--- src/cpu4_defs.svh ---
`ifndef CPU4_DEFS_SVH
`define CPU4_DEFS_SVH

// Datapath widths
`define CPU4_DATA_W 4
`define CPU4_ADDR_W 12
`define CPU4_SP_W 8
`define CPU4_IMM_W 8

// Low byte of X and Y, the part that post-increment wraps in
`define CPU4_PTR_LO_W 8

// ------------------------------
// Indirect selector fields in the immediate
// ------------------------------
`define CPU4_SEL_W 2
`define CPU4_SEL_L_LSB 0
`define CPU4_SEL_H_LSB 2
`define CPU4_SEL_P_LSB 4

`endif
--- src/cpu4_pkg.sv ---
`default_nettype none

package cpu4_pkg;

  // Bus source and destination selector
  typedef enum logic [4:0] {
    REG_A,
    REG_B,
    REG_TEMPA,
    REG_TEMPB,
    REG_XL,
    REG_XH,
    REG_XP,
    REG_YL,
    REG_YH,
    REG_YP,
    REG_SPL,
    REG_SPH,
    REG_FLAGS,
    // Source only
    REG_ALU,
    REG_ALU_WITH_FLAGS,
    REG_IMML,
    REG_IMMH,
    REG_HARDCODED_1,
    // Memory operands
    REG_MX,
    REG_MY,
    REG_MSP,
    REG_Mn,
    // Picked by a 2-bit immediate field
    REG_IMM_ADDR_L,
    REG_IMM_ADDR_H,
    REG_IMM_ADDR_P
  } reg_type;

  typedef enum logic [1:0] {
    INC_NONE,
    INC_X,
    INC_Y,
    INC_SP
  } reg_inc_type;

  typedef enum logic [1:0] {
    CYCLE_NONE,
    CYCLE_REG_FETCH,
    CYCLE_REG_WRITE
  } microcode_cycle;

  typedef enum logic [2:0] {
    ALU_ADD,
    ALU_SUB,
    ALU_AND,
    ALU_OR,
    ALU_XOR,
    ALU_PASS
  } alu_op_type;

endpackage

`default_nettype wire

--- src/cpu4_datapath.sv ---
`timescale 1ns/100ps
`default_nettype none

`include "cpu4_defs.svh"

module cpu4_datapath (
  input  wire                          clk,
  input  wire                          rst,
  input  wire                          issue,
  input  wire cpu4_pkg::reg_type       src,
  input  wire cpu4_pkg::reg_type       dst,
  input  wire cpu4_pkg::reg_inc_type   inc,
  input  wire cpu4_pkg::alu_op_type    alu_op,
  input  wire [`CPU4_IMM_W-1:0]        immed,
  output logic [`CPU4_ADDR_W-1:0]      memory_addr,
  output logic                         memory_write_en,
  output logic [`CPU4_DATA_W-1:0]      memory_write_data,
  input  wire [`CPU4_DATA_W-1:0]       memory_read_data,
  output logic                         busy,
  output logic                         done,
  output logic                         carry,
  output logic                         zero,
  output logic                         decimal,
  output logic                         interrupt
);
  import cpu4_pkg::*;

  microcode_cycle          current_cycle;
  reg_type                 cur_src;
  reg_type                 cur_dst;
  reg_inc_type             cur_inc;
  alu_op_type              cur_alu_op;
  logic [`CPU4_IMM_W-1:0]  cur_immed;
  logic [`CPU4_DATA_W-1:0] temp_a;
  logic [`CPU4_DATA_W-1:0] temp_b;
  logic [`CPU4_DATA_W-1:0] alu_result;
  logic                    alu_zero;
  logic                    alu_carry;

  micro_sequencer seq_i (
    .clk           (clk),
    .rst           (rst),
    .issue         (issue),
    .src           (src),
    .dst           (dst),
    .inc           (inc),
    .alu_op        (alu_op),
    .immed         (immed),
    .current_cycle (current_cycle),
    .cur_src       (cur_src),
    .cur_dst       (cur_dst),
    .cur_inc       (cur_inc),
    .cur_alu_op    (cur_alu_op),
    .cur_immed     (cur_immed),
    .busy          (busy),
    .done          (done)
  );

  regs regs_i (
    .clk                 (clk),
    .rst                 (rst),
    .current_cycle       (current_cycle),
    .bus_input_selector  (cur_src),
    .bus_output_selector (cur_dst),
    .increment_selector  (cur_inc),
    .immed               (cur_immed),
    .alu                 (alu_result),
    .alu_zero            (alu_zero),
    .alu_carry           (alu_carry),
    .memory_read_data    (memory_read_data),
    .memory_addr         (memory_addr),
    .memory_write_en     (memory_write_en),
    .memory_write_data   (memory_write_data),
    .temp_a              (temp_a),
    .temp_b              (temp_b),
    .carry               (carry),
    .zero                (zero),
    .decimal             (decimal),
    .interrupt           (interrupt)
  );

  // Carry flag feeds back as carry in
  alu alu_i (
    .temp_a   (temp_a),
    .temp_b   (temp_b),
    .op       (cur_alu_op),
    .carry_in (carry),
    .decimal  (decimal),
    .result   (alu_result),
    .zero     (alu_zero),
    .carry    (alu_carry)
  );

endmodule

`default_nettype wire

--- src/alu.sv ---
`timescale 1ns/100ps
`default_nettype none

`include "cpu4_defs.svh"

module alu (
  input  wire [`CPU4_DATA_W-1:0]     temp_a,
  input  wire [`CPU4_DATA_W-1:0]     temp_b,
  input  wire cpu4_pkg::alu_op_type  op,
  input  wire                        carry_in,
  input  wire                        decimal,
  output logic [`CPU4_DATA_W-1:0]    result,
  output logic                       zero,
  output logic                       carry
);
  import cpu4_pkg::*;

  // One extra bit for carry out and borrow
  logic [`CPU4_DATA_W:0] sum;
  logic [`CPU4_DATA_W:0] diff;

  assign sum  = {1'b0, temp_a} + {1'b0, temp_b} + {{`CPU4_DATA_W{1'b0}}, carry_in};
  assign diff = {1'b0, temp_a} - {1'b0, temp_b} - {{`CPU4_DATA_W{1'b0}}, carry_in};

  always_comb begin
    result = temp_b;
    carry  = 1'b0;
    case (op)
      ALU_ADD: begin
        if (decimal && (sum > 'd9)) begin
          // BCD adjust, wraps to one digit
          result = sum[`CPU4_DATA_W-1:0] + 4'd6;
          carry  = 1'b1;
        end else begin
          result = sum[`CPU4_DATA_W-1:0];
          carry  = sum[`CPU4_DATA_W];
        end
      end
      ALU_SUB: begin
        result = diff[`CPU4_DATA_W-1:0];
        carry  = diff[`CPU4_DATA_W];
      end
      ALU_AND: result = temp_a & temp_b;
      ALU_OR:  result = temp_a | temp_b;
      ALU_XOR: result = temp_a ^ temp_b;
      ALU_PASS: result = temp_b;
      default: result = temp_b;
    endcase
  end

  assign zero = (result == '0);

endmodule

`default_nettype wire

--- src/regs.sv ---
`timescale 1ns/100ps
`default_nettype none

`include "cpu4_defs.svh"

module regs (
  input  wire                            clk,
  input  wire                            rst,
  input  wire cpu4_pkg::microcode_cycle  current_cycle,
  input  wire cpu4_pkg::reg_type         bus_input_selector,
  input  wire cpu4_pkg::reg_type         bus_output_selector,
  input  wire cpu4_pkg::reg_inc_type     increment_selector,
  input  wire [`CPU4_IMM_W-1:0]          immed,
  input  wire [`CPU4_DATA_W-1:0]         alu,
  input  wire                            alu_zero,
  input  wire                            alu_carry,
  input  wire [`CPU4_DATA_W-1:0]         memory_read_data,
  output logic [`CPU4_ADDR_W-1:0]        memory_addr,
  output logic                           memory_write_en,
  output logic [`CPU4_DATA_W-1:0]        memory_write_data,
  output logic [`CPU4_DATA_W-1:0]        temp_a,
  output logic [`CPU4_DATA_W-1:0]        temp_b,
  output logic                           carry,
  output logic                           zero,
  output logic                           decimal,
  output logic                           interrupt
);
  import cpu4_pkg::*;

  logic [`CPU4_DATA_W-1:0] a;
  logic [`CPU4_DATA_W-1:0] b;
  logic [`CPU4_ADDR_W-1:0] x;
  logic [`CPU4_ADDR_W-1:0] y;
  logic [`CPU4_SP_W-1:0]   sp;

  reg_type                 src_r;
  reg_type                 dst_r;
  reg_type                 addr_op;
  logic [`CPU4_DATA_W-1:0] bus;
  logic                    src_mem;
  logic                    dst_mem;
  logic                    write_phase;

  // Map an indirect selector to A, B, MX or MY
  function automatic reg_type resolve(input reg_type sel,
                                      input logic [`CPU4_IMM_W-1:0] imm);
    logic [`CPU4_SEL_W-1:0] field;
    reg_type                picked;
    case (sel)
      REG_IMM_ADDR_L: field = imm[`CPU4_SEL_L_LSB +: `CPU4_SEL_W];
      REG_IMM_ADDR_H: field = imm[`CPU4_SEL_H_LSB +: `CPU4_SEL_W];
      default:        field = imm[`CPU4_SEL_P_LSB +: `CPU4_SEL_W];
    endcase
    case (field)
      2'b00:   picked = REG_A;
      2'b01:   picked = REG_B;
      2'b10:   picked = REG_MX;
      default: picked = REG_MY;
    endcase
    if (sel inside {REG_IMM_ADDR_L, REG_IMM_ADDR_H, REG_IMM_ADDR_P}) begin
      return picked;
    end
    return sel;
  endfunction

  function automatic logic is_mem(input reg_type r);
    return r inside {REG_MX, REG_MY, REG_MSP, REG_Mn};
  endfunction

  assign src_r       = resolve(bus_input_selector, immed);
  assign dst_r       = resolve(bus_output_selector, immed);
  assign src_mem     = is_mem(src_r);
  assign dst_mem     = is_mem(dst_r);
  assign write_phase = (current_cycle == CYCLE_REG_WRITE);

  // ------------------------------
  // Memory addressing
  // ------------------------------
  always_comb begin
    // Fetch reads the source, write strobes the destination
    if (write_phase && dst_mem) begin
      addr_op = dst_r;
    end else if (src_mem) begin
      addr_op = src_r;
    end else begin
      addr_op = dst_r;
    end
    case (addr_op)
      REG_MX:  memory_addr = x;
      REG_MY:  memory_addr = y;
      REG_MSP: memory_addr = {{(`CPU4_ADDR_W-`CPU4_SP_W){1'b0}}, sp};
      REG_Mn:  memory_addr = {{(`CPU4_ADDR_W-`CPU4_DATA_W){1'b0}}, immed[`CPU4_DATA_W-1:0]};
      default: memory_addr = '0;
    endcase
  end

  // ------------------------------
  // Bus source
  // ------------------------------
  always_comb begin
    case (src_r)
      REG_A:              bus = a;
      REG_B:              bus = b;
      REG_TEMPA:          bus = temp_a;
      REG_TEMPB:          bus = temp_b;
      REG_XL:             bus = x[3:0];
      REG_XH:             bus = x[7:4];
      REG_XP:             bus = x[11:8];
      REG_YL:             bus = y[3:0];
      REG_YH:             bus = y[7:4];
      REG_YP:             bus = y[11:8];
      REG_SPL:            bus = sp[3:0];
      REG_SPH:            bus = sp[7:4];
      REG_FLAGS:          bus = {interrupt, decimal, zero, carry};
      REG_ALU,
      REG_ALU_WITH_FLAGS: bus = alu;
      REG_IMML:           bus = immed[3:0];
      REG_IMMH:           bus = immed[7:4];
      REG_HARDCODED_1:    bus = 4'h1;
      REG_MX,
      REG_MY,
      REG_MSP,
      REG_Mn:             bus = memory_read_data;
      default:            bus = '0;
    endcase
  end

  assign memory_write_data = bus;
  assign memory_write_en   = write_phase && dst_mem;

  // ------------------------------
  // Register update at end of write
  // ------------------------------
  always_ff @(posedge clk) begin
    if (rst) begin
      a         <= '0;
      b         <= '0;
      temp_a    <= '0;
      temp_b    <= '0;
      x         <= '0;
      y         <= '0;
      sp        <= '0;
      carry     <= 1'b0;
      zero      <= 1'b0;
      decimal   <= 1'b0;
      interrupt <= 1'b0;
    end else if (write_phase) begin
      if (src_r == REG_ALU_WITH_FLAGS) begin
        zero  <= alu_zero;
        carry <= alu_carry;
      end
      case (dst_r)
        REG_A:     a <= bus;
        REG_B:     b <= bus;
        REG_TEMPA: temp_a <= bus;
        REG_TEMPB: temp_b <= bus;
        REG_XL:    x[3:0] <= bus;
        REG_XH:    x[7:4] <= bus;
        REG_XP:    x[11:8] <= bus;
        REG_YL:    y[3:0] <= bus;
        REG_YH:    y[7:4] <= bus;
        REG_YP:    y[11:8] <= bus;
        REG_SPL:   sp[3:0] <= bus;
        REG_SPH:   sp[7:4] <= bus;
        REG_FLAGS: {interrupt, decimal, zero, carry} <= bus;
        default:   ;
      endcase
      // Placed last so it overrides a write to the same pointer
      case (increment_selector)
        INC_X: begin
          x <= {x[`CPU4_ADDR_W-1:`CPU4_PTR_LO_W], x[`CPU4_PTR_LO_W-1:0] + 1'b1};
        end
        INC_Y: begin
          y <= {y[`CPU4_ADDR_W-1:`CPU4_PTR_LO_W], y[`CPU4_PTR_LO_W-1:0] + 1'b1};
        end
        INC_SP:  sp <= sp + 1'b1;
        default: ;
      endcase
    end
  end

  // Strobe lasts a single write phase
  a_write_en_pulse : assert property (@(posedge clk) disable iff (rst)
    memory_write_en |=> !memory_write_en)
    else $error("memory write strobe held past the write phase");

endmodule

`default_nettype wire

--- src/micro_sequencer.sv ---
`timescale 1ns/100ps
`default_nettype none

`include "cpu4_defs.svh"

module micro_sequencer (
  input  wire                          clk,
  input  wire                          rst,
  input  wire                          issue,
  input  wire cpu4_pkg::reg_type       src,
  input  wire cpu4_pkg::reg_type       dst,
  input  wire cpu4_pkg::reg_inc_type   inc,
  input  wire cpu4_pkg::alu_op_type    alu_op,
  input  wire [`CPU4_IMM_W-1:0]        immed,
  output cpu4_pkg::microcode_cycle     current_cycle,
  output cpu4_pkg::reg_type            cur_src,
  output cpu4_pkg::reg_type            cur_dst,
  output cpu4_pkg::reg_inc_type        cur_inc,
  output cpu4_pkg::alu_op_type         cur_alu_op,
  output logic [`CPU4_IMM_W-1:0]       cur_immed,
  output logic                         busy,
  output logic                         done
);
  import cpu4_pkg::*;

  logic accept;

  assign accept = issue && !busy;

  // ------------------------------
  // Phase FSM
  // ------------------------------
  always_ff @(posedge clk) begin
    if (rst) begin
      current_cycle <= CYCLE_NONE;
      cur_src       <= REG_A;
      cur_dst       <= REG_A;
      cur_inc       <= INC_NONE;
      cur_alu_op    <= ALU_ADD;
    end else begin
      case (current_cycle)
        CYCLE_NONE: begin
          if (accept) begin
            current_cycle <= CYCLE_REG_FETCH;
            cur_src       <= src;
            cur_dst       <= dst;
            cur_inc       <= inc;
            cur_alu_op    <= alu_op;
          end
        end
        CYCLE_REG_FETCH: current_cycle <= CYCLE_REG_WRITE;
        CYCLE_REG_WRITE: current_cycle <= CYCLE_NONE;
        default:         current_cycle <= CYCLE_NONE;
      endcase
    end
  end

  // Immediate held for both phases
  always_ff @(posedge clk) begin
    if (accept) begin
      cur_immed <= immed;
    end
  end

  assign busy = (current_cycle != CYCLE_NONE);
  assign done = (current_cycle == CYCLE_REG_WRITE);

  // ------------------------------
  // Checks
  // ------------------------------
  // Controller must wait for busy to drop
  a_issue_while_busy : assert property (@(posedge clk) disable iff (rst)
    busy |-> !issue)
    else $error("microinstruction issued while busy");

  a_write_after_fetch : assert property (@(posedge clk) disable iff (rst)
    (current_cycle == CYCLE_REG_WRITE) |-> ($past(current_cycle) == CYCLE_REG_FETCH))
    else $error("write phase without a preceding fetch");

endmodule

`default_nettype wire

--- config.mk ---
export PLATFORM = sky130hd
export DESIGN_NAME = cpu4_datapath
export DESIGN_NICKNAME = d
export VERILOG_FILES = /design/src/cpu4_pkg.sv /design/src/cpu4_datapath.sv /design/src/alu.sv /design/src/regs.sv /design/src/micro_sequencer.sv
export VERILOG_INCLUDE_DIRS = /design/src
export SDC_FILE = /design/constraint.sdc
export NUM_CORES = 1
export LEC_CHECK = 0
export ABC_AREA = 1
export BUFFER_PORTS_ARGS = -buffer_cell sky130_fd_sc_hd__buf_2
export CORE_MARGIN = 4
export CORE_UTILIZATION = 45
export DETAILED_ROUTE_END_ITERATION = 10
export MAX_ROUTING_LAYER = met4
export PLACE_DENSITY_LB_ADDON = 0.3
export SYNTH_ARGS = -nofsm -noshare
export SYNTH_HDL_FRONTEND = slang
export SYNTH_HIERARCHICAL = 1
export SYNTH_SLANG_ARGS = --single-unit
export TNS_END_PERCENT = 10
--- constraint.sdc ---
create_clock -name clk -period 3.9 [get_ports clk]
set_input_delay 0.195 -clock clk [delete_from_list [all_inputs] [get_ports clk]]
set_output_delay 0.195 -clock clk [all_outputs]
set_load 0.05 [all_outputs]
## Word-level counts from Yosys, hierarchy flattened

Index checks and enable logic that the tools add are counted.

- Flip-flop bits (word level): 77
- Bits of input ports: 30
- Output and inout port bits: 23
- Word-level logic and storage cells: 170

- Add/subtract/negate cells: 8
- $lt $le $gt $ge: 1
- Equality and inequality tests: 61
- Muxes and demuxes: 33
- Bitwise logic cells: 5
- Reductions and logical operators: 40

Operator list:

| kind | count |
|---|---|
| equality test 5 bit (second input constant) | 20 |
| case mux 4 bit (18 select lines) | 1 |
| equality test 5 x 4 -> 1 bit (second input constant) | 13 |
| case mux 12 bit (4 select lines) | 1 |
| equality test 5 x 3 -> 1 bit (second input constant) | 8 |
| 2-to-1 mux 5 bit | 6 |
| case mux 5 bit (3 select lines) | 2 |
| 2-to-1 mux 4 bit | 7 |
| AND reduction 2 bit | 13 |
| adder 8 x 1 -> 8 bit (second input constant) | 3 |
| 2-to-1 mux 8 bit | 3 |
| equality test 5 x 2 -> 1 bit (second input constant) | 4 |
| case mux 4 bit (5 select lines) | 1 |
| nonzero test 2 bit | 8 |
| case mux 2 bit (2 select lines) | 3 |
| equality test 2 bit (second input constant) | 5 |
| equality test 5 x 1 -> 1 bit (second input constant) | 2 |
| logical NOT 5 bit | 2 |
| equality test 2 x 1 -> 1 bit (second input constant) | 4 |
| nonzero test 4 bit | 2 |
| 2-to-1 mux 1 bit | 7 |
| equality test 3 x 2 -> 1 bit (second input constant) | 2 |
| logical NOT 2 bit | 3 |
| AND reduction 3 bit | 2 |
| 22 further kinds | 26 |

## Depth between registers and ports, before layout

Gate-level depths: netlist (run 1).

- Word-level depth: 12
- Mapped depth: 21
- Mapped depth without buffers: 20

## By module

The synthesis (run 1) kept the hierarchy.

By module, submodules not included:

| module | instances | cells an instance | area each (µm²) |
|---|---|---|---|
| regs | 1 | 693 | 4124.0 |
| micro_sequencer | 1 | 117 | 1018.5 |
| alu | 1 | 144 | 820.8 |

## Least setup slack after synthesis (run 1)

OpenSTA, ideal clock, no wires.

- Path type: register -> register
- Start point: register regs_i.carry
- End point: register regs_i.sp[2]
- Setup time: 0.066 ns
- Arrival time: 2.830 ns
- Slack: 1.004 ns
- Stages on the path, launching flop included: 17
- Path through: dfxtp_1 fa_1 fa_1 inv_1 nand2_1 and2_1 ha_1 nand2_1 nand3_1 nand3_1 inv_1 nor2_1 nor2_1 nand4_1 buf_4 nand2_2 a21oi_2

- Longest elaborated chain between the ends: 8
- Elaborated cells on any way between the ends: 10

RTL lines:

| item | line | RTL |
|---|---|---|
| start: declaration | regs.sv:23 | `output logic carry,` |
| start signal: assignment | regs.sv:150 | `carry <= alu_carry;` |
| start signal: assignment | regs.sv:165 | `REG_FLAGS: {interrupt, decimal, zero, carry} <= bus;` |
| adder 5 x 1 -> 5 bit | alu.sv:22 | `` assign sum = {1'b0, temp_a} + {1'b0, temp_b} + {{`CPU4_DATA_W{1'b0}}, carry_in}; `` |
| greater-than comparator 5 x 4 -> 1 bit | alu.sv:30 | `if (decimal && (sum > 'd9)) begin` |
| logical AND 1 bit | alu.sv:30 |  |
| 2-to-1 mux 4 bit | alu.sv:30 |  |
| case mux 4 bit (5 select lines) * | alu.sv:28 | `case (op)` |
| net alu_result[2] | cpu4_datapath.sv:36 | `` logic [`CPU4_DATA_W-1:0] alu_result; `` |
| case mux 4 bit (18 select lines) * | regs.sv:101 | `case (src_r)` |
| net memory_write_data[2] | cpu4_datapath.sv:17 | `` output logic [`CPU4_DATA_W-1:0] memory_write_data, `` |
| 2-to-1 mux 4 bit * | regs.sv:152 | `case (dst_r)` |
| 2-to-1 mux 8 bit * | regs.sv:169 | `case (increment_selector)` |
| end signal: assignment | regs.sv:163 | `REG_SPL: sp[3:0] <= bus;` |
| end signal: assignment | regs.sv:176 | `INC_SP: sp <= sp + 1'b1;` |
| end: declaration | regs.sv:34 | `` logic [`CPU4_SP_W-1:0] sp; `` |

Mark *: on every way through the listed nets, which the timed path passes. The rest lies on a longest branch. The select of a mux whose other input is x is not followed.
A chain may end at the register's enable or synchronous reset.

## Worst setup path in the final report (run 1)

- Start point: register regs_i.temp_a[0]
- End point: output port memory_write_data[3]

- Longest elaborated chain between the ends: 7
- Elaborated cells on any way between the ends: 10

RTL lines:

| item | line | RTL |
|---|---|---|
| start: declaration | regs.sv:21 | `` output logic [`CPU4_DATA_W-1:0] temp_a, `` |
| start signal: assignment | regs.sv:155 | `REG_TEMPA: temp_a <= bus;` |
| adder 4 x 4 -> 5 bit | alu.sv:22 |  |
| adder 5 x 1 -> 5 bit | alu.sv:22 |  |
| greater-than comparator 5 x 4 -> 1 bit | alu.sv:30 |  |
| logical AND 1 bit | alu.sv:30 |  |
| 2-to-1 mux 4 bit | alu.sv:30 |  |
| case mux 4 bit (5 select lines) * | alu.sv:28 |  |
| net alu_result[3] | cpu4_datapath.sv:36 |  |
| case mux 4 bit (18 select lines) * | regs.sv:101 |  |
| end: declaration | cpu4_datapath.sv:17 |  |

Mark *: on every way through the listed nets, which the timed path passes. The rest lies on a longest branch.

==> flow_summary_export.csv, run 1 <==
group,metric,value,unit
status,status,"finished, final reports clean",
placed_design,globalplace.congestion,1.05,
pwr,vdd_drop_max,0.364,mV
timing,relSlewSlack,0.483,
final_layout,n_antenna_cell,0,
worst_setup_path,endpoint_kind,"output port",
timing,hold_viol,0,
routing,drtIter0Drc,562,
timing,fin_crit_sh,0.925,
placed_design,dpl.hpwl,13500,um
worst_setup_path,required,3.70,ns
routing,dr.pass1.iters,5,
worst_setup_path,worstPathArrival,3.41,ns
worst_setup_path,slowest_stage,"fa_1",
final_layout,fin_cells,1171,
worst_setup_path,cp_max_fo,11,
logic_synthesis,syn_area,0.00596,sq mm
timing,maxSlewViolCount,0,
logic_synthesis,yosys.cell_types.count,37,
logic_synthesis,yosys_warnings,6,
routing,post-route-drc-count,0,
final_layout,multi_input_area,0.00353,sq mm
die,num_rows,41,
final_layout,drive_gt1_frac,0.122,
clock_tree,postCtsSetupBuffers,0,
placed_design,place_inst,1156,
clock_tree,cts.path.max_buffers,2,
die,initial_utilization,0.467,
logic_synthesis,syn_nets,1005,
timing,period_minus_slack,3.61,ns
final_layout,layout_common_cells,"185 x nand2_1, 164 x inv_1, 104 x nand3_1",
job,cap_viol_max_count,0,
die,coreArea,0.0128,sq mm
routing,routed-via-count,6226,
clock_tree,cts_hold_buf,0,
grt,grt_first_pass_wirelength,28600,um
timing,finClkSkew,0.00500,ns
logic_synthesis,synth_area_leaders,"dfxtp_1 23%, nand2_1 12%, inv_1 10%",
worst_setup_path,cp_top_family,"simple AND/OR/NAND/NOR gates",
worst_setup_path,worst-setup-path-type,"reg2out",
routing,vias_per_cell,5.32,
pwr,p_leak,3.34,nW
grt,gr-usage-all-layers,0.248,
final_layout,final_net_count,1046,
routing,routed_wl,17400,um
logic_synthesis,ys_async_sr_fraction,0,
worst_setup_path,critPathLaunchType,"flip-flop",
die,ioPinCount,53,
clock_tree,cts_resized,0,
worst_setup_path,path_buf_inv,4,
timing,fin_tns_setup,0,ns
clock_tree,cts_tree,"done",
final_layout,fill_cells,1354,
grt,grt_overflow,0,
logic_synthesis,yosys.area.top_type,"dfxtp_1",
clock_tree,clk_pin_slew,0.05,ns
die,die_area,0.0152,sq mm
timing,worstMarginPinSlew,0.775,ns
final_layout,area_delta_synth_final,9.65,%
clock_tree,cts_htree_levels,3,
worst_setup_path,crit_top_cell,"nand2_1",
grt,grt_max_degree,33,
die,fp.dieH,123,um
timing,grt_setup_unrepaired,"false",
routing,wl_per_cell,14.9,um
logic_synthesis,synth_enable_flop_cells,8,
grt,grt_pass1_vias,5855,
logic_synthesis,avgSynthCellArea,6.25,sq um
timing,setup_violations,0,
logic_synthesis,yosysSeqAreaShare,0.272,
final_layout,seqCellArea,0.00162,sq mm
placed_design,port_buffers,52,
logic_synthesis,ys.flop_type,"dfxtp_1",
timing,fmax,277,MHz
worst_setup_path,critPathMaxStageDelay,0.50,ns
logic_synthesis,yosysTopAreaCellShare,0.232,
logic_synthesis,syn_inst,954,
hold_path,hold_path.class,"in2reg",
worst_setup_path,cp_cell_sequence,"fa_1, fa_1, inv_1, nand3_2, nand2_1, inv_1, nand2_2, nand3_1, nand2_1, nand2_1, inv_1, nand4_1, nand3_1, nor2_1, nand2_1, buf_2",
clock_tree,clock_latency,0.34,ns
pwr,p_per_area,307,mW/mm^2
clock_tree,cts_buffers,9,
routing,ant_nets,0,
die,die_w,123,um
clock_tree,cts-root-buf,"clkbuf_16",
grt,antenna_found_initial,0,
pwr,total_power,2.01,mW
clock_tree,cts.sinks,77,
final_layout,layout_commonest_cell,"nand2_1",
logic_synthesis,ys_ff_latch,77,
==> flip-flops by register name, indices dropped and copies added, names as in the netlist <==
register             cells
seq_i/cur_dst            5
regs_i/x                12
regs_i/carry             1
regs_i/b                 4
regs_i/y                12
regs_i/temp_a            4
seq_i/cur_src            5
regs_i/interrupt         1
seq_i/cur_alu_op         3
regs_i/sp                8
regs_i/temp_b            4
regs_i/zero              1
regs_i/a                 4
regs_i/decimal           1
seq_i/cur_inc            2
seq_i/current_cycle      2
seq_i/cur_immed          8
==> logic make-up after synthesis <==
kind of cell               Yosys count  synth area share
DFF                                 77             0.272
adders and majority gates           21            0.0478
AOI/OAI and AO/OA                  191             0.169
buffers and inverters              193             0.137
xor gates and xnor gates             6           0.00881
and+or+nand+nor                    466             0.365
==> area by class of cell <==
| type | count | share of cell area |
|---|---|---|
| Clock inverter | 2 | 0.00153 |
| Inverter | 170 | 0.0976 |
| Tap cell | 172 | 0.0329 |
| Sequential cell | 77 | 0.248 |
| Multi-Input combinational cell | 684 | 0.539 |
| Timing Repair Buffer | 53 | 0.0409 |
| Clock buffer | 13 | 0.0398 |
==> synth_stat cells, types with 6 or more instances <==
cell	count
o21ai_1	9
inv_2	6
nand3_1	104
nand4_1	26
nor2_1	95
nand2_1	185
o21ai_0	67
edfxtp_1	8
ha_1	18
nand2_2	13
inv_1	164
nand3_2	7
nor3_1	11
buf_6	9
a21oi_1	100
dfxtp_1	69
nor2_2	6
==> final timing paths <==
| kind | from | cells after the start | end | slack [ns] |
|---|---|---|---|---|
| worst max-delay path | regs_i/temp_a[0] | 16 | memory_write_data[3] | 0.29 |
| worst min register to register | seq_i/current_cycle[0] | 2 | seq_i/current_cycle[1] | 0.51 |
| worst max register to register | regs_i/temp_a[0] | 17 | regs_i/sp[1] | 0.73 |
| worst min-delay path | immed[7] | 1 | seq_i/cur_immed[7] | 0.03 |
==> where the power goes <==
| group | internal, mW | total [mW] | switching (mW) |
|---|---|---|---|
| clock network | 0.460 | 0.769 | 0.309 |
| registers | 0.828 | 0.865 | 0.0371 |
| logic | 0.0933 | 0.374 | 0.281 |
==> layer usage <==
metal / part of all wire / track usage
met3: 0.059 / 0.0444
met4: 0.034 / 0.0969
met5: 0 / -
met2: 0.45 / 0.387
met1: 0.46 / 0.322
==> stage by stage <==
step / hold slack [ns] / utilization / setup WS (ns) / cell area, sq um
after floorplan: 0.267 / - / 1.00 / 5960
after global placement: 0.372 / 0.491 / 0.726 / 6270
after detailed placement: 0.373 / 0.491 / 0.660 / 6270
after CTS: 0.0168 / 0.512 / 0.289 / 6540
after global routing: 0.0167 / 0.512 / 0.0938 / 6540
final: 0.0282 / 0.512 / 0.294 / 6540
(Power assumes the default switching activity.)
==> run 2, diff against run 1 <==
==> constraint.sdc (replaced) <==
create_clock -name clk -period 4.2 [get_ports clk]
set_input_delay 0.21 -clock clk [delete_from_list [all_inputs] [get_ports clk]]
set_output_delay 0.21 -clock clk [all_outputs]
set_load 0.05 [all_outputs]
==> flow_summary_export.csv, run 2 (same netlist as run 1, synthesis figures left out) <==
group,metric,value,unit
routing,vias_per_cell,5.29,
clock_tree,cts_buffers,9,
grt,grt_max_degree,33,
routing,post-route-drc-count,0,
pwr,clkPwrFrac,0.388,
timing,fin_tns_setup,0,ns
worst_setup_path,worstPathArrival,3.71,ns
clock_tree,cts-root-buf,"clkbuf_16",
pwr,vdd_drop_max,0.329,mV
pwr,p_sw,0.590,mW
timing,maxSlewViolCount,0,
pwr,seq_power_share,0.430,
routing,drtIter0Drc,589,
routing,ant_nets,0,
pwr,p_leak,3.33,nW
grt,antenna_found_initial,0,
timing,period_minus_slack,3.92,ns
clock_tree,clk_pin_slew,0.06,ns
final_layout,final_net_count,1045,
clock_tree,cts_tree,"done",
final_layout,utilization,0.511,
timing,worstMarginPinSlew,0.767,ns
final_layout,n_antenna_cell,0,
hold_path,whs_path_depth,1,
die,ioPinCount,53,
hold_path,whs_endpoint,"seq_i/cur_immed[2]",
grt,grt_pass1_vias,5517,
pwr,p_per_area,286,mW/mm^2
worst_setup_path,critPathMaxStageDelay,0.62,ns
worst_setup_path,rr_worst_depth,15,
placed_design,globalplace.congestion,0.969,
routing,dr.pass1.iters,5,
die,die_area,0.0152,sq mm
worst_setup_path,slowest_stage,"nand4_1",
timing,fin_crit_sh,0.933,
status,status,"finished, final reports clean",
timing,hold_viol,0,
clock_tree,cts.path.max_buffers,2,
die,num_rows,41,
routing,routed-via-count,6184,
worst_setup_path,worst-setup-path-type,"reg2out",
die,die_w,123,um
grt,gr-usage-all-layers,0.242,
final_layout,layout_common_cells,"185 x nand2_1, 164 x inv_1, 104 x nand3_1",
final_layout,layout_commonest_cell,"nand2_1",
timing,finClkSkew,0.00487,ns
die,fp.dieH,123,um
timing,grt_setup_unrepaired,"false",
final_layout,area_delta_synth_final,9.53,%
final_layout,fill_cells,1332,
worst_setup_path,critPathLaunchType,"flip-flop",
placed_design,dp_slack,0.664,ns
worst_setup_path,ff2ff_setup_slack,0.78,ns
routing,wl_per_cell,14.6,um
worst_setup_path,r2r_start,"regs_i/temp_a[0]",
worst_setup_path,required,3.99,ns
clock_tree,cts_hold_buf,0,
pwr,total_power,1.87,mW
hold_path,min_from,"immed[2]",
final_layout,reg_top3,"regs_i/x x12, regs_i/y x12",
timing,relSlewSlack,0.487,
worst_setup_path,reg2reg_to,"regs_i/temp_a[2]",
grt,grt_first_pass_wirelength,27800,um
worst_setup_path,endpoint_kind,"output port",
placed_design,port_buffers,52,
die,initial_utilization,0.467,
die,coreArea,0.0128,sq mm
routing,routed_wl,17100,um
hold_path,hold_path.class,"in2reg",
pwr,power_frac_comb,0.182,
pwr,swShare,0.315,
timing,fmax,255,MHz
timing,setup_violations,0,
clock_tree,clock_latency,0.34,ns
job,cap_viol_max_count,0,
clock_tree,cts.sinks,77,
timing,worst_slack,0.280,ns
clock_tree,cts_htree_levels,3,
pwr,p_int,1.28,mW
grt,grt_overflow,0,
clock_tree,cts_resized,0,
final_layout,drive_gt1_frac,0.121,
placed_design,dpl.hpwl,13200,um
worst_setup_path,cp_cell_sequence,"fa_1, fa_1, inv_1, nand2_1, and2_1, ha_1, nand2_1, nand3_1, nand3_1, inv_1, nor2_1, nor2_1, nand4_1, buf_2",
clock_tree,postCtsSetupBuffers,0,
worst_setup_path,cp_max_fo,11,
[run 2: changes by cell type in the layout (fill, tap and decap cells not counted)]
| cell | before | now |
|---|---|---|
| buf_4 | 1 | 0 |
[run 2: cell type report]
| cell class | instances | area [sq um] | area share |
|---|---|---|---|
| inverter | 170 | 638 | 0.0977 |
| multi-input combinational | 684 | 3530 | 0.540 |
| clock inverter | 2 | 10.0 | 0.00153 |
| clock buffer | 13 | 260 | 0.0398 |
| timing repair buffer | 52 | 260 | 0.0398 |
| tap | 172 | 215 | 0.0330 |
| sequential | 77 | 1620 | 0.248 |
[run 2: through the flow]
step                      std cells  instance area, sq um  hold WS (ns)
after CTS                      1170                  6530        0.0256
after global placement         1155                  6260         0.387
final                          1170                  6530        0.0358
after floorplan                 954                  5960         0.282
after detailed placement       1155                  6260         0.388
after global routing           1170                  6530        0.0257
[run 2: worst max-delay path, delay by kind of cell (launching register included)]
| family | cells | cell delay (ns) |
|---|---|---|
| buffers and inverters | 3 | 0.59 |
| DFF | 1 | 0.39 |
| adders and majority gates | 3 | 1.21 |
| and+or+nand+nor | 8 | 1.19 |
[run 2: worst max-delay path by stage]
stage	from	end	slack, ns	cells past startpoint
after floorplan	regs_i/carry	regs_i/sp[2]	1.30	16
after global placement	regs_i/temp_a[0]	memory_write_data[2]	0.72	14
after detailed placement	regs_i/temp_a[0]	memory_write_data[2]	0.66	14
after CTS	regs_i/temp_a[0]	memory_write_data[2]	0.29	14
after global routing	regs_i/temp_a[0]	memory_write_data[2]	0.04	14
final	regs_i/temp_a[0]	memory_write_data[2]	0.28	14
[run 2: routing by layer]
metal	global-route usage	part of all wire	up-vias	wire, um
li1	-	-	3174	-
met5	-	0	-	0
met1	0.323	0.45	2804	7770
met2	0.372	0.45	171	7780
met4	0.0851	0.029	0	494
met3	0.0439	0.062	35	1060
[run 2: power groups by stage]
stage	sequential (mW)	clock, mW	combinational, mW
after global placement	0.819	0	0.336
final	0.804	0.726	0.341
after floorplan	0.806	0	0.272
after global routing	0.807	0.780	0.381
after CTS	0.803	0.744	0.338
after detailed placement	0.819	0	0.337
==> run 3, diff against run 2 <==
--- a/config.mk
+++ b/config.mk
@@ -8,8 +8,10 @@
 export LEC_CHECK = 0
 export ABC_AREA = 1
 export BUFFER_PORTS_ARGS = -buffer_cell sky130_fd_sc_hd__buf_2
+export CELL_PAD_IN_SITES_DETAIL_PLACEMENT = 1
+export CELL_PAD_IN_SITES_GLOBAL_PLACEMENT = 1
 export CORE_MARGIN = 4
-export CORE_UTILIZATION = 45
+export CORE_UTILIZATION = 46
 export DETAILED_ROUTE_END_ITERATION = 10
 export MAX_ROUTING_LAYER = met4
 export PLACE_DENSITY_LB_ADDON = 0.3
==> flow_summary_export.csv, run 3 (same netlist as run 1, synthesis figures left out) <==
group,metric,value,unit
status,status,"finished, final reports clean",
grt,grt_first_pass_wirelength,32300,um
final_layout,reg_top3,"regs_i/x x12, regs_i/y x12",
pwr,vdd_drop_max,0.258,mV
clock_tree,cts.path.max_buffers,2,
clock_tree,cts_tree,"done",
hold_path,whs_path_depth,1,
grt,grt_pass1_vias,6484,
hold_path,whs_endpoint,"seq_i/cur_immed[5]",
routing,ant_nets,0,
timing,fin_hold_ws,0.0278,ns
worst_setup_path,reg2reg_to,"regs_i/temp_b[2]",
clock_tree,postCtsSetupBuffers,0,
routing,routed_wl,20000,um
clock_tree,clk_pin_slew,0.06,ns
worst_setup_path,worst-setup-path-type,"reg2out",
timing,fin_tns_setup,0,ns
grt,grt_max_degree,33,
pwr,total_power,1.96,mW
placed_design,place_area,0.00626,sq mm
timing,worstMarginPinSlew,0.821,ns
pwr,p_per_area,299,mW/mm^2
pwr,p_leak,3.34,nW
timing,period_minus_slack,3.95,ns
die,die_w,122,um
final_layout,n_antenna_cell,0,
clock_tree,cts_resized,0,
final_layout,final_net_count,1045,
placed_design,dp_slack,0.550,ns
routing,vias_per_cell,5.56,
final_layout,fill_cells,1808,
timing,hold_viol,0,
timing,fmax,253,MHz
final_layout,layout_commonest_cell,"nand2_1",
routing,post-route-drc-count,0,
die,initial_utilization,0.471,
timing,maxSlewViolCount,0,
grt,grt_overflow,0,
routing,routed-via-count,6507,
timing,relSlewSlack,0.452,
placed_design,port_buffers,52,
worst_setup_path,cp_cell_sequence,"fa_1, fa_1, inv_1, nand2_1, and2_1, ha_1, nand2_1, nand3_1, nand3_1, inv_1, nor2_1, nor2_1, nand4_1, buf_2",
final_layout,drive_gt1_frac,0.123,
final_layout,fin_area,0.00656,sq mm
worst_setup_path,rr_worst_depth,15,
clock_tree,cts.sinks,77,
grt,gr-usage-all-layers,0.284,
placed_design,place_inst,1155,
worst_setup_path,required,3.99,ns
final_layout,area_delta_synth_final,10.0,%
worst_setup_path,slowest_stage,"nand4_1",
timing,finClkSkew,0.00670,ns
hold_path,min_from,"immed[5]",
final_layout,layout_common_cells,"185 x nand2_1, 164 x inv_1, 104 x nand3_1",
final_layout,fin_cells,1171,
final_layout,utilization,0.518,
worst_setup_path,critPathLaunchType,"flip-flop",
routing,wl_per_cell,17.1,um
timing,setup_violations,0,
grt,antenna_found_initial,0,
worst_setup_path,worstPathArrival,3.74,ns
hold_path,hold_path.class,"in2reg",
die,ioPinCount,53,
placed_design,dpl.hpwl,15500,um
timing,worst_slack,0.254,ns
clock_tree,cts_buffers,9,
placed_design,globalplace.congestion,0.991,
routing,dr.pass1.iters,5,
clock_tree,clock_latency,0.35,ns
worst_setup_path,ff2ff_setup_slack,0.75,ns
job,cap_viol_max_count,0,
routing,drtIter0Drc,501,
timing,fin_crit_sh,0.940,
worst_setup_path,r2r_start,"regs_i/temp_a[0]",
die,coreArea,0.0127,sq mm
die,fp.dieH,122,um
die,die_area,0.0148,sq mm
die,num_rows,41,
timing,grt_setup_unrepaired,"false",
clock_tree,cts-root-buf,"clkbuf_16",
worst_setup_path,cp_max_fo,11,
clock_tree,cts_hold_buf,0,
clock_tree,cts_htree_levels,3,
worst_setup_path,critPathMaxStageDelay,0.60,ns
worst_setup_path,endpoint_kind,"output port",
==> run 3: changes by cell type in the layout (fill, tap and decap cells not counted), sizes merged <==
| cell | before | now |
|---|---|---|
| clkinv | 2 | 1 |
| clkbuf | 13 | 10 |
| clkinvlp | 0 | 1 |
| bufinv | 0 | 1 |
| inv | 170 | 173 |
==> run 3: worst max path at each step <==
stage                                 from              endpoint  depth (start not counted)
final                     regs_i/temp_a[0]  memory_write_data[2]                         14
after global routing      regs_i/temp_a[0]  memory_write_data[2]                         14
after CTS                 regs_i/temp_a[0]  memory_write_data[2]                         14
after detailed placement  regs_i/temp_a[0]  memory_write_data[2]                         14
after global placement    regs_i/temp_a[0]  memory_write_data[2]                         14
after floorplan               regs_i/carry          regs_i/sp[2]                         16
==> run 3: worst max-delay path, delay by kind of cell, from the launching register on <==
family                     cells  cell delay, ns
and+or+nand+nor                8            1.18
adders and majority gates      3            1.22
buffers and inverters          3            0.61
DFF                            1            0.39
==> run 3: layout make-up <==
cell class                      count  area, sq um  share of cell area
Tap cell                          172          215              0.0328
Sequential cell                    77         1620               0.247
Inverter                          170          638              0.0973
Clock inverter                      6         70.1              0.0107
Multi-Input combinational cell    684         3530               0.537
Clock buffer                       10          229              0.0349
Timing Repair Buffer               52          260              0.0397
==> run 3: per-layer routing <==
metal / part of all wire / routed length, um / global-route usage / vias up
met5: 0 / 0 / - / -
met4: 0.029 / 571 / 0.0959 / 0
met1: 0.44 / 8720 / 0.355 / 3102
met2: 0.48 / 9630 / 0.473 / 174
met3: 0.053 / 1060 / 0.0385 / 46
li1: - / - / - / 3185
==> run 3: report_power, final <==
| part | internal [mW] | switching (mW) |
|---|---|---|
| combinational | 0.0856 | 0.268 |
| clock | 0.466 | 0.335 |
| sequential | 0.768 | 0.0369 |
